==> config.mk <==
export PLATFORM = sky130hd
export DESIGN_NAME = decode_top
export DESIGN_NICKNAME = d
export VERILOG_FILES = /design/src/isa_pkg.sv /design/src/uop_pkg.sv /design/src/insn_decoder.sv /design/src/group_packer.sv /design/src/decode_skid.sv /design/src/decode_top.sv
export SDC_FILE = /design/constraint.sdc
export NUM_CORES = 1
export LEC_CHECK = 0
export BUFFER_PORTS_ARGS = -buffer_cell sky130_fd_sc_hd__buf_2
export CAP_MARGIN = 15
export CORE_ASPECT_RATIO = 0.6
export CORE_MARGIN = 8
export CORE_UTILIZATION = 50
export DETAILED_ROUTE_END_ITERATION = 16
export MAX_ROUTING_LAYER = met4
export PLACE_DENSITY_LB_ADDON = 0.08
export SLEW_MARGIN = 20
export SYNTH_ARGS = -nofsm -noshare
export SYNTH_HDL_FRONTEND = slang
export SYNTH_HIERARCHICAL = 1
export SYNTH_SLANG_ARGS = --single-unit
==> constraint.sdc <==
create_clock -name clk_in -period 11.55 [get_ports clk_in]
set_input_delay 1.7325 -clock clk_in [delete_from_list [all_inputs] [get_ports clk_in]]
set_output_delay 1.7325 -clock clk_in [all_outputs]
set_load 0.01 [all_outputs]
==> src/isa_pkg.sv <==
`default_nettype none

package isa_pkg;

    typedef logic [31:0] insn_t;

    localparam int GPR_W      = 5;
    localparam int SP_INDEX   = 31;
    localparam int INSN_BYTES = 4;

    // ############################################################
    // Field positions inside an A64 word
    // ############################################################

    localparam int RD_LO    = 0;   // Destination register
    localparam int RN_LO    = 5;   // First source register
    localparam int RM_LO    = 16;  // Second source register
    localparam int IMM12_LO = 10;
    localparam int IMM12_W  = 12;
    localparam int IMM16_LO = 5;
    localparam int IMM16_W  = 16;
    localparam int HW_LO    = 21;  // Halfword shift of the move-wide forms
    localparam int HW_W     = 2;

    // ############################################################
    // Opcode prefixes, 64-bit variants, matched from bit 31 down
    // ############################################################

    localparam logic [9:0] ADD_IMM = 10'b1001000100;
    localparam logic [9:0] SUB_IMM = 10'b1101000100;

    // Shifted-register forms with LSL #0 only
    localparam logic [10:0] ADDS_REG = 11'b10101011000;
    localparam logic [10:0] SUBS_REG = 11'b11101011000;
    localparam logic [10:0] ORR_REG  = 11'b10101010000;
    localparam logic [10:0] EOR_REG  = 11'b11001010000;
    localparam logic [10:0] ANDS_REG = 11'b11101010000;
    localparam logic [10:0] HLT      = 11'b11010100010;

    localparam logic [8:0] MOVZ = 9'b110100101;
    localparam logic [8:0] MOVK = 9'b111100101;

    localparam logic [5:0] B     = 6'b000101;
    localparam logic [7:0] BCOND = 8'b01010100;

    localparam insn_t NOP_WORD = 32'hd503201f;

endpackage

`default_nettype wire

==> src/uop_pkg.sv <==
`default_nettype none

package uop_pkg;

    localparam int DECODE_WIDTH_DEFAULT = 2;
    localparam int PC_W                 = 64;
    localparam int IMM_W                = 16;

    typedef enum logic [3:0] {
        UOP_NOP,
        UOP_ADD,
        UOP_SUB,
        UOP_ORR,
        UOP_EOR,
        UOP_AND,
        UOP_MOVZ,
        UOP_MOVK,
        UOP_BCOND,
        UOP_HLT
    } uop_code_t;

    typedef struct packed {
        logic [isa_pkg::GPR_W-1:0] gpr;
        logic                      is_sp;  // Index 31 names SP rather than XZR
    } reg_spec_t;

    // ############################################################
    // Operand word, read as register-register or register-immediate
    // ############################################################

    typedef struct packed {
        reg_spec_t          dst;
        reg_spec_t          src;
        logic [IMM_W-1:0]   imm;
        logic [1:0]         hw;
        logic               set_nzcv;
    } ri_ops_t;

    localparam int RR_PAD_W = $bits(ri_ops_t) - 3 * $bits(reg_spec_t);

    typedef struct packed {
        reg_spec_t             dst;
        reg_spec_t             src1;
        reg_spec_t             src2;
        logic [RR_PAD_W-1:0]   pad;
    } rr_ops_t;

    typedef union packed {
        rr_ops_t rr;
        ri_ops_t ri;
    } operands_t;

    typedef struct packed {
        uop_code_t         code;
        logic              use_rr;  // Selects the rr view of ops
        logic [PC_W-1:0]   pc;
        operands_t         ops;
    } uop_t;

    typedef struct packed {
        logic [DECODE_WIDTH_DEFAULT-1:0] valid;
        uop_t [DECODE_WIDTH_DEFAULT-1:0] slot;
    } uop_group_t;

    typedef struct packed {
        isa_pkg::insn_t [DECODE_WIDTH_DEFAULT-1:0] insn;
        logic [PC_W-1:0]                           pc;     // Address of lane 0
        logic [DECODE_WIDTH_DEFAULT-1:0]           taken;  // Predict-taken hint per lane
    } fetch_group_t;

endpackage

`default_nettype wire

==> src/insn_decoder.sv <==
`default_nettype none

module insn_decoder (
    input  isa_pkg::insn_t                insn,
    input  logic [uop_pkg::PC_W-1:0]      pc,
    input  logic                          taken,
    output uop_pkg::uop_t                 uop,
    output logic                          emit,
    output logic                          stop
);
    import isa_pkg::*;
    import uop_pkg::*;

    logic [GPR_W-1:0] rd;
    logic [GPR_W-1:0] rn;
    logic [GPR_W-1:0] rm;
    logic             rn_is_31;
    logic             is_rr;
    uop_code_t        rr_code;

    assign rd       = insn[RD_LO +: GPR_W];
    assign rn       = insn[RN_LO +: GPR_W];
    assign rm       = insn[RM_LO +: GPR_W];
    assign rn_is_31 = (rn == GPR_W'(SP_INDEX));

    // ############################################################
    // Register-register ALU forms
    // ############################################################

    always_comb begin
        is_rr   = 1'b1;
        rr_code = UOP_NOP;
        case (insn[31 -: $bits(ADDS_REG)])
            ADDS_REG: rr_code = UOP_ADD;
            SUBS_REG: rr_code = UOP_SUB;
            ORR_REG:  rr_code = UOP_ORR;
            EOR_REG:  rr_code = UOP_EOR;
            ANDS_REG: rr_code = UOP_AND;
            default:  is_rr = 1'b0;
        endcase
    end

    // ############################################################
    // Micro-op build
    // ############################################################

    always_comb begin
        uop    = '0;
        uop.pc = pc;
        emit   = 1'b0;
        stop   = 1'b0;

        if (is_rr) begin
            uop.code              = rr_code;
            uop.use_rr            = 1'b1;
            uop.ops.rr.dst.gpr    = rd;
            uop.ops.rr.src1.gpr   = rn;
            uop.ops.rr.src2.gpr   = rm;
            emit                  = 1'b1;
        end else if (insn[31 -: $bits(ADD_IMM)] == ADD_IMM ||
                     insn[31 -: $bits(SUB_IMM)] == SUB_IMM) begin
            uop.code = (insn[31 -: $bits(SUB_IMM)] == SUB_IMM) ? UOP_SUB : UOP_ADD;
            uop.ops.ri.dst.gpr   = rd;
            uop.ops.ri.dst.is_sp = rn_is_31 && (rd == GPR_W'(SP_INDEX));  // Only SP-to-SP moves
            uop.ops.ri.src.gpr   = rn;
            uop.ops.ri.src.is_sp = rn_is_31;
            uop.ops.ri.imm       = IMM_W'(insn[IMM12_LO +: IMM12_W]);
            emit                 = 1'b1;
        end else if (insn[31 -: $bits(MOVZ)] == MOVZ ||
                     insn[31 -: $bits(MOVK)] == MOVK) begin
            uop.code = (insn[31 -: $bits(MOVK)] == MOVK) ? UOP_MOVK : UOP_MOVZ;
            uop.ops.ri.dst.gpr = rd;
            uop.ops.ri.imm     = insn[IMM16_LO +: IMM16_W];
            uop.ops.ri.hw      = insn[HW_LO +: HW_W];
            emit               = 1'b1;
        end else if (insn[31 -: $bits(HLT)] == HLT) begin
            uop.code = UOP_HLT;
            emit     = 1'b1;
        end else if (insn[31 -: $bits(BCOND)] == BCOND) begin
            uop.code = UOP_BCOND;
            emit     = 1'b1;
            stop     = taken;  // Fetch redirects, later lanes are off-path
        end else if (insn[31 -: $bits(B)] == B) begin
            stop = 1'b1;  // Resolved at fetch, nothing left to execute
        end
    end

endmodule

`default_nettype wire

==> src/group_packer.sv <==
`default_nettype none

module group_packer #(
    parameter int DECODE_WIDTH = uop_pkg::DECODE_WIDTH_DEFAULT
) (
    input  uop_pkg::fetch_group_t fetch,
    output uop_pkg::uop_group_t   group
);
    import isa_pkg::*;
    import uop_pkg::*;

    uop_t [DECODE_WIDTH-1:0] lane_uop;
    logic [DECODE_WIDTH-1:0] lane_emit;
    logic [DECODE_WIDTH-1:0] lane_stop;
    logic [PC_W-1:0]         lane_pc [DECODE_WIDTH];

    // ############################################################
    // One decoder per lane
    // ############################################################

    for (genvar lane = 0; lane < DECODE_WIDTH; lane++) begin : g_lane
        assign lane_pc[lane] = fetch.pc + PC_W'(INSN_BYTES * lane);

        insn_decoder u_dec (
            .insn  (fetch.insn[lane]),
            .pc    (lane_pc[lane]),
            .taken (fetch.taken[lane]),
            .uop   (lane_uop[lane]),
            .emit  (lane_emit[lane]),
            .stop  (lane_stop[lane])
        );
    end

    // ############################################################
    // Truncation and compaction into the low slots
    // ############################################################

    always_comb begin
        int   fill;
        logic stopped;

        group   = '0;
        fill    = 0;
        stopped = 1'b0;
        for (int lane = 0; lane < DECODE_WIDTH; lane++) begin
            if (!stopped && lane_emit[lane]) begin
                group.valid[fill] = 1'b1;
                group.slot[fill]  = lane_uop[lane];
                fill++;
            end
            stopped = stopped | lane_stop[lane];  // A stopping lane still emits itself
        end
    end

endmodule

`default_nettype wire

==> src/decode_skid.sv <==
`default_nettype none

module decode_skid #(
    parameter int DECODE_WIDTH = uop_pkg::DECODE_WIDTH_DEFAULT
) (
    input  logic                clk_in,
    input  logic                rst,
    input  logic                flush,
    input  uop_pkg::uop_group_t in,
    input  logic                in_valid,
    input  logic                exe_ready,
    output logic                in_ready,
    output uop_pkg::uop_group_t out,
    output logic                out_valid
);
    import uop_pkg::*;

    logic                    out_valid_q;
    logic [DECODE_WIDTH-1:0] out_mask_q;
    uop_t [DECODE_WIDTH-1:0] out_slot_q;
    uop_group_t              skid_q;
    logic                    skid_full_q;
    logic                    in_ready_q;

    logic out_free;
    logic accept;
    logic load_from_skid;
    logic load_from_in;
    logic fill_skid;
    logic skid_full_d;

    // ############################################################
    // Transfer decisions
    // ############################################################

    always_comb begin
        out_free       = !out_valid_q || exe_ready;  // Output empty or leaving this edge
        accept         = in_valid && in_ready_q;
        load_from_skid = out_free && skid_full_q;
        load_from_in   = out_free && !skid_full_q && accept;
        fill_skid      = !out_free && accept;
        skid_full_d    = skid_full_q ? !out_free : fill_skid;
    end

    always_ff @(posedge clk_in) begin
        if (rst || flush) begin
            out_valid_q <= 1'b0;
            out_mask_q  <= '0;
            skid_full_q <= 1'b0;
            in_ready_q  <= 1'b0;
        end else begin
            skid_full_q <= skid_full_d;
            in_ready_q  <= !skid_full_d;
            if (load_from_skid) begin
                out_valid_q <= 1'b1;
                out_mask_q  <= skid_q.valid;
            end else if (load_from_in) begin
                out_valid_q <= 1'b1;
                out_mask_q  <= in.valid;
            end else if (out_free) begin
                out_valid_q <= 1'b0;
                out_mask_q  <= '0;
            end
        end
    end

    // Payload follows the control decisions above
    always_ff @(posedge clk_in) begin
        if (load_from_skid) begin
            out_slot_q <= skid_q.slot;
        end else if (load_from_in) begin
            out_slot_q <= in.slot;
        end
        if (fill_skid) begin
            skid_q <= in;
        end
    end

    assign out       = '{valid: out_mask_q, slot: out_slot_q};
    assign out_valid = out_valid_q;
    assign in_ready  = in_ready_q;

endmodule

`default_nettype wire

==> src/decode_top.sv <==
`default_nettype none

module decode_top #(
    parameter int DECODE_WIDTH = uop_pkg::DECODE_WIDTH_DEFAULT
) (
    input  logic                  clk_in,
    input  logic                  rst,
    input  logic                  flush,
    input  uop_pkg::fetch_group_t fetch,
    input  logic                  fetch_valid,
    output logic                  decode_ready,
    output uop_pkg::uop_group_t   out,
    output logic                  out_valid,
    input  logic                  exe_ready
);
    import uop_pkg::*;

    uop_group_t packed_group;
    logic       packed_valid;

    if (DECODE_WIDTH != DECODE_WIDTH_DEFAULT) begin : g_width_check
        $error("DECODE_WIDTH must equal the group width of the uop_pkg types");
    end

    group_packer #(
        .DECODE_WIDTH (DECODE_WIDTH)
    ) u_packer (
        .fetch (fetch),
        .group (packed_group)
    );

    assign packed_valid = fetch_valid && (|packed_group.valid);  // Empty groups are dropped here

    decode_skid #(
        .DECODE_WIDTH (DECODE_WIDTH)
    ) u_skid (
        .clk_in    (clk_in),
        .rst       (rst),
        .flush     (flush),
        .in        (packed_group),
        .in_valid  (packed_valid),
        .exe_ready (exe_ready),
        .in_ready  (decode_ready),
        .out       (out),
        .out_valid (out_valid)
    );

endmodule

`default_nettype wire

==> report_table.html <==
<table>
<tr><th>Metric</th><th>Value</th></tr>
<tr><th colspan="2">Status</th></tr>
<tr><td>Outcome</td><td>finished, final reports clean</td></tr>
<tr><th colspan="2">Power and ir drop</th></tr>
<tr><td>Proportion of power drawn by the clock network</td><td>0.426</td></tr>
<tr><td>Internal power</td><td>about 2300 µW</td></tr>
<tr><td>Flop pwr share</td><td>0.543</td></tr>
<tr><td>Leakage dissipation</td><td>0.0104 µW</td></tr>
<tr><td>Power Density</td><td>128 mW/mm²</td></tr>
<tr><td>Max VDD drop</td><td>roughly 0.10 mV</td></tr>
<tr><td>Sw Share</td><td>0.204</td></tr>
<tr><td>Proportion of power drawn by combinational gates</td><td>0.030</td></tr>
<tr><td>Net load switching power</td><td>between 500 and 600 µW</td></tr>
<tr><th colspan="2">Setup path</th></tr>
<tr><td>Type of the worst setup path</td><td>in -&gt; reg</td></tr>
<tr><td>Kind of launch point of the worst setup path</td><td>primary input</td></tr>
<tr><td>Biggest fanout along the worst timing path</td><td>between 60 and 70</td></tr>
<tr><td>Worst reg2reg startpoint</td><td>u_skid/out_valid</td></tr>
<tr><td>Startpoint of the worst setup timing path</td><td>fetch[88]</td></tr>
<tr><td>Required arrival time at the worst endpoint</td><td>between 10 and 15 ns</td></tr>
<tr><td>Setup crit end kind</td><td>flip-flop</td></tr>
<tr><td>CP arrival</td><td>between 6 and 7 ns</td></tr>
<tr><th colspan="2">GRT</th></tr>
<tr><td>Maximum number of pins on one net before global-route repair</td><td>around 150</td></tr>
<tr><td>Number of antenna violations at the first check in global routing</td><td>2</td></tr>
<tr><td>Vias in the first global route</td><td>12,000</td></tr>
<tr><td>Residual overflow from global routing</td><td>0</td></tr>
<tr><td>Wire length of the first global-routing pass</td><td>76.1 mm</td></tr>
<tr><td>GRT Resource Usage Total</td><td>0.207</td></tr>
<tr><th colspan="2">STA</th></tr>
<tr><td>Endpoints failing hold</td><td>0</td></tr>
<tr><td>Worst-case headroom to the max-slew limit</td><td>0.320</td></tr>
<tr><td>Slew at the pin closest to its max-slew limit</td><td>approximately 1 ns</td></tr>
<tr><td>Fmax</td><td>157 MHz</td></tr>
<tr><td>Unrepaired setup endpoints after global routing</td><td>false</td></tr>
<tr><td>Number of max-slew violations in the final report</td><td>0</td></tr>
<tr><td>Setup TNS</td><td>0 ns</td></tr>
<tr><td>Final-report setup violation count</td><td>0</td></tr>
<tr><td>Final Skew</td><td>0.0123 ns</td></tr>
<tr><td>Fraction of the cycle the final worst path needs</td><td>0.551</td></tr>
<tr><td>Tmin final</td><td>between 6 and 7 ns</td></tr>
<tr><th colspan="2">Final layout</th></tr>
<tr><td>Proportion of layout cells with a drive suffix above 1</td><td>0.402</td></tr>
<tr><td>Post-route cell area</td><td>0.0230 mm²</td></tr>
<tr><td>P&amp;R area growth vs syn</td><td>10.5%</td></tr>
<tr><td>Layout fillers</td><td>around 3,500</td></tr>
<tr><td>NumNets Final</td><td>approximately 1,700</td></tr>
<tr><td>Count of placed standard cells in the final layout, fillers left out</td><td>about 2,200</td></tr>
<tr><th colspan="2">Routing</th></tr>
<tr><td>Aggregate routed wire length</td><td>~50 mm</td></tr>
<tr><td>Detailed Route Iter0 Violations</td><td>1,004</td></tr>
<tr><td>Number of vias in the routed layout</td><td>11,800</td></tr>
<tr><td>DR pass1 iterations</td><td>5</td></tr>
<tr><td>Average detailed-routed wire length per instance</td><td>~24 µm</td></tr>
<tr><td>Number of vias per cell</td><td>5.46</td></tr>
<tr><td>Drc violations</td><td>0</td></tr>
<tr><td>Number of nets still failing antenna checks after routing</td><td>0</td></tr>
<tr><th colspan="2">Clocking</th></tr>
<tr><td>Cts bufs inserted</td><td>around 40</td></tr>
<tr><td>Root Driver</td><td>clkbuf_16</td></tr>
<tr><td>Clock slew seen by the registers of the worst setup and hold paths</td><td>0.06 ns</td></tr>
<tr><td>CTS tree</td><td>done</td></tr>
<tr><td>Setup bufs post-CTS</td><td>0</td></tr>
<tr><td>Cts-stage hold buffer count</td><td>0</td></tr>
<tr><td>Sink count of the clock tree</td><td>407</td></tr>
<tr><td>Clock latency at the later pin of the worst-skew pair</td><td>0.52 ns</td></tr>
<tr><td>Clock buffer depth</td><td>3</td></tr>
<tr><td>Post-CTS Resized</td><td>0</td></tr>
<tr><td>Number of levels the H-tree was split into</td><td>2</td></tr>
<tr><th colspan="2">Die</th></tr>
<tr><td>Initial cell density of the core</td><td>0.502</td></tr>
<tr><td>Die ar.</td><td>approximately 0.05 mm²</td></tr>
<tr><td>Top Ports</td><td>339</td></tr>
<tr><td>Die extent in x</td><td>279 µm</td></tr>
<tr><td>Area inside the core boundary</td><td>0.0415 mm²</td></tr>
<tr><td>Height of the die</td><td>between 150 and 200 µm</td></tr>
<tr><td>Std-Cell Rows</td><td>58</td></tr>
<tr><th colspan="2">Placed design</th></tr>
<tr><td>Placed Cells incl. Taps</td><td>between 2,000 and 2,500</td></tr>
<tr><td>Dpl hpwl</td><td>34.7 mm</td></tr>
<tr><td>Routability cong.</td><td>~0.85</td></tr>
<tr><td>Number of input and output port buffers inserted</td><td>around 340</td></tr>
<tr><td>Post-DP Area</td><td>between 0.02 and 0.025 mm²</td></tr>
<tr><th colspan="2">Yosys</th></tr>
<tr><td>Mean Syn Cell Area</td><td>between 15 and 20 µm²</td></tr>
<tr><td>Synth warn</td><td>6</td></tr>
<tr><td>Net count of the mapped netlist</td><td>1,508</td></tr>
<tr><td>Gate count after technology mapping</td><td>between 1,000 and 1,500</td></tr>
<tr><td>Combined area of all synthesized cells</td><td>approximately 0.021 mm²</td></tr>
<tr><th colspan="2">Worst hold path</th></tr>
<tr><td>Hold path startpoint</td><td>u_skid/out_mask_q[0]</td></tr>
<tr><td>Worst min-delay path class</td><td>reg -&gt; reg</td></tr>
<tr><th colspan="2">Run</th></tr>
<tr><td># Max-Cap Violations</td><td>0</td></tr>
</table>
==> power groups by stage <==
stage	Sequential [µW]	Clock, µW	Combinational (µW)
floorplan	1630	0	68.6
global route	1600	1340	97.1
finish	1600	1260	89.5
CTS	1600	1290	88.3
detailed placement	1630	0	87.8
global placement	1630	0	86.8
==> per-stage QoR <==
stage                     total power (µW)  setup slack (ns)  hold slack [ns]   util
after floorplan                       1700              2.33            0.511      -
after global placement                1720              4.71            0.498  0.524
after detailed placement              1720              4.65            0.495  0.524
after CTS                             2980              5.20            0.503  0.554
after global routing                  3040              4.89            0.555  0.554
final                                 2940              5.19            0.499  0.554
==> state kept, by name (all words and copies together) (netlist names) <==
register            count
u_skid/out_valid        1
u_skid/skid_q         202
u_skid/in_ready         1
u_skid/skid_full_q      1
u_skid/out_mask_q       2
u_skid/out            200
==> layout make-up <==
type	count	area (µm²)	area share
clock inverters	18	133	0.00576
diodes	2	5.00	0.000218
inverters	15	56.3	0.00245
repair buffers	353	1840	0.0799
clock buffers	54	1090	0.0476
flip-flops and latches	407	12200	0.529
multi-input cells	752	7000	0.304
well taps	570	713	0.0310
==> final timing paths <==
path,endpoint,slack [ns],cells after the start
worst min register to register,u_skid/out_mask_q[0],0.50,2
worst max register to register,u_skid/out[23],8.01,5
worst max-delay path,u_skid/out[141],5.19,10
worst min-delay path,u_skid/out_mask_q[0],0.50,2
==> critical path: stages <==
cell	delay, ns
buf_2	0.13
or4b_4	0.59
nor4_4	0.67
or3_4	0.58
inv_1	0.17
nor2_4	0.65
o21a_1	0.29
a21oi_1	0.17
nor2_4	0.52
buf_4	0.83
==> cells in the final DEF, fill, tap and decap left out, drive strengths merged, types with 16 or more instances in the layout <==
cell type and instances:
xor2 31, xnor2 29, nor4 16, nor3 18
clkbuf 54, nor2 28, buf 353, edfxtp 402
and2 123, nand4 20, a22o 124, nand2 35
nand3 30, mux2 200
==> routing by layer <==
layer,part of all wire,global-route usage,vias to the layer above
li1,-,-,5477
met1,0.47,0.295,5907
met2,0.44,0.305,378
met3,0.067,0.0427,82
met4,0.023,0.0474,0
met5,0,-,-
Note: power is estimated with default switching activity, not from simulation.
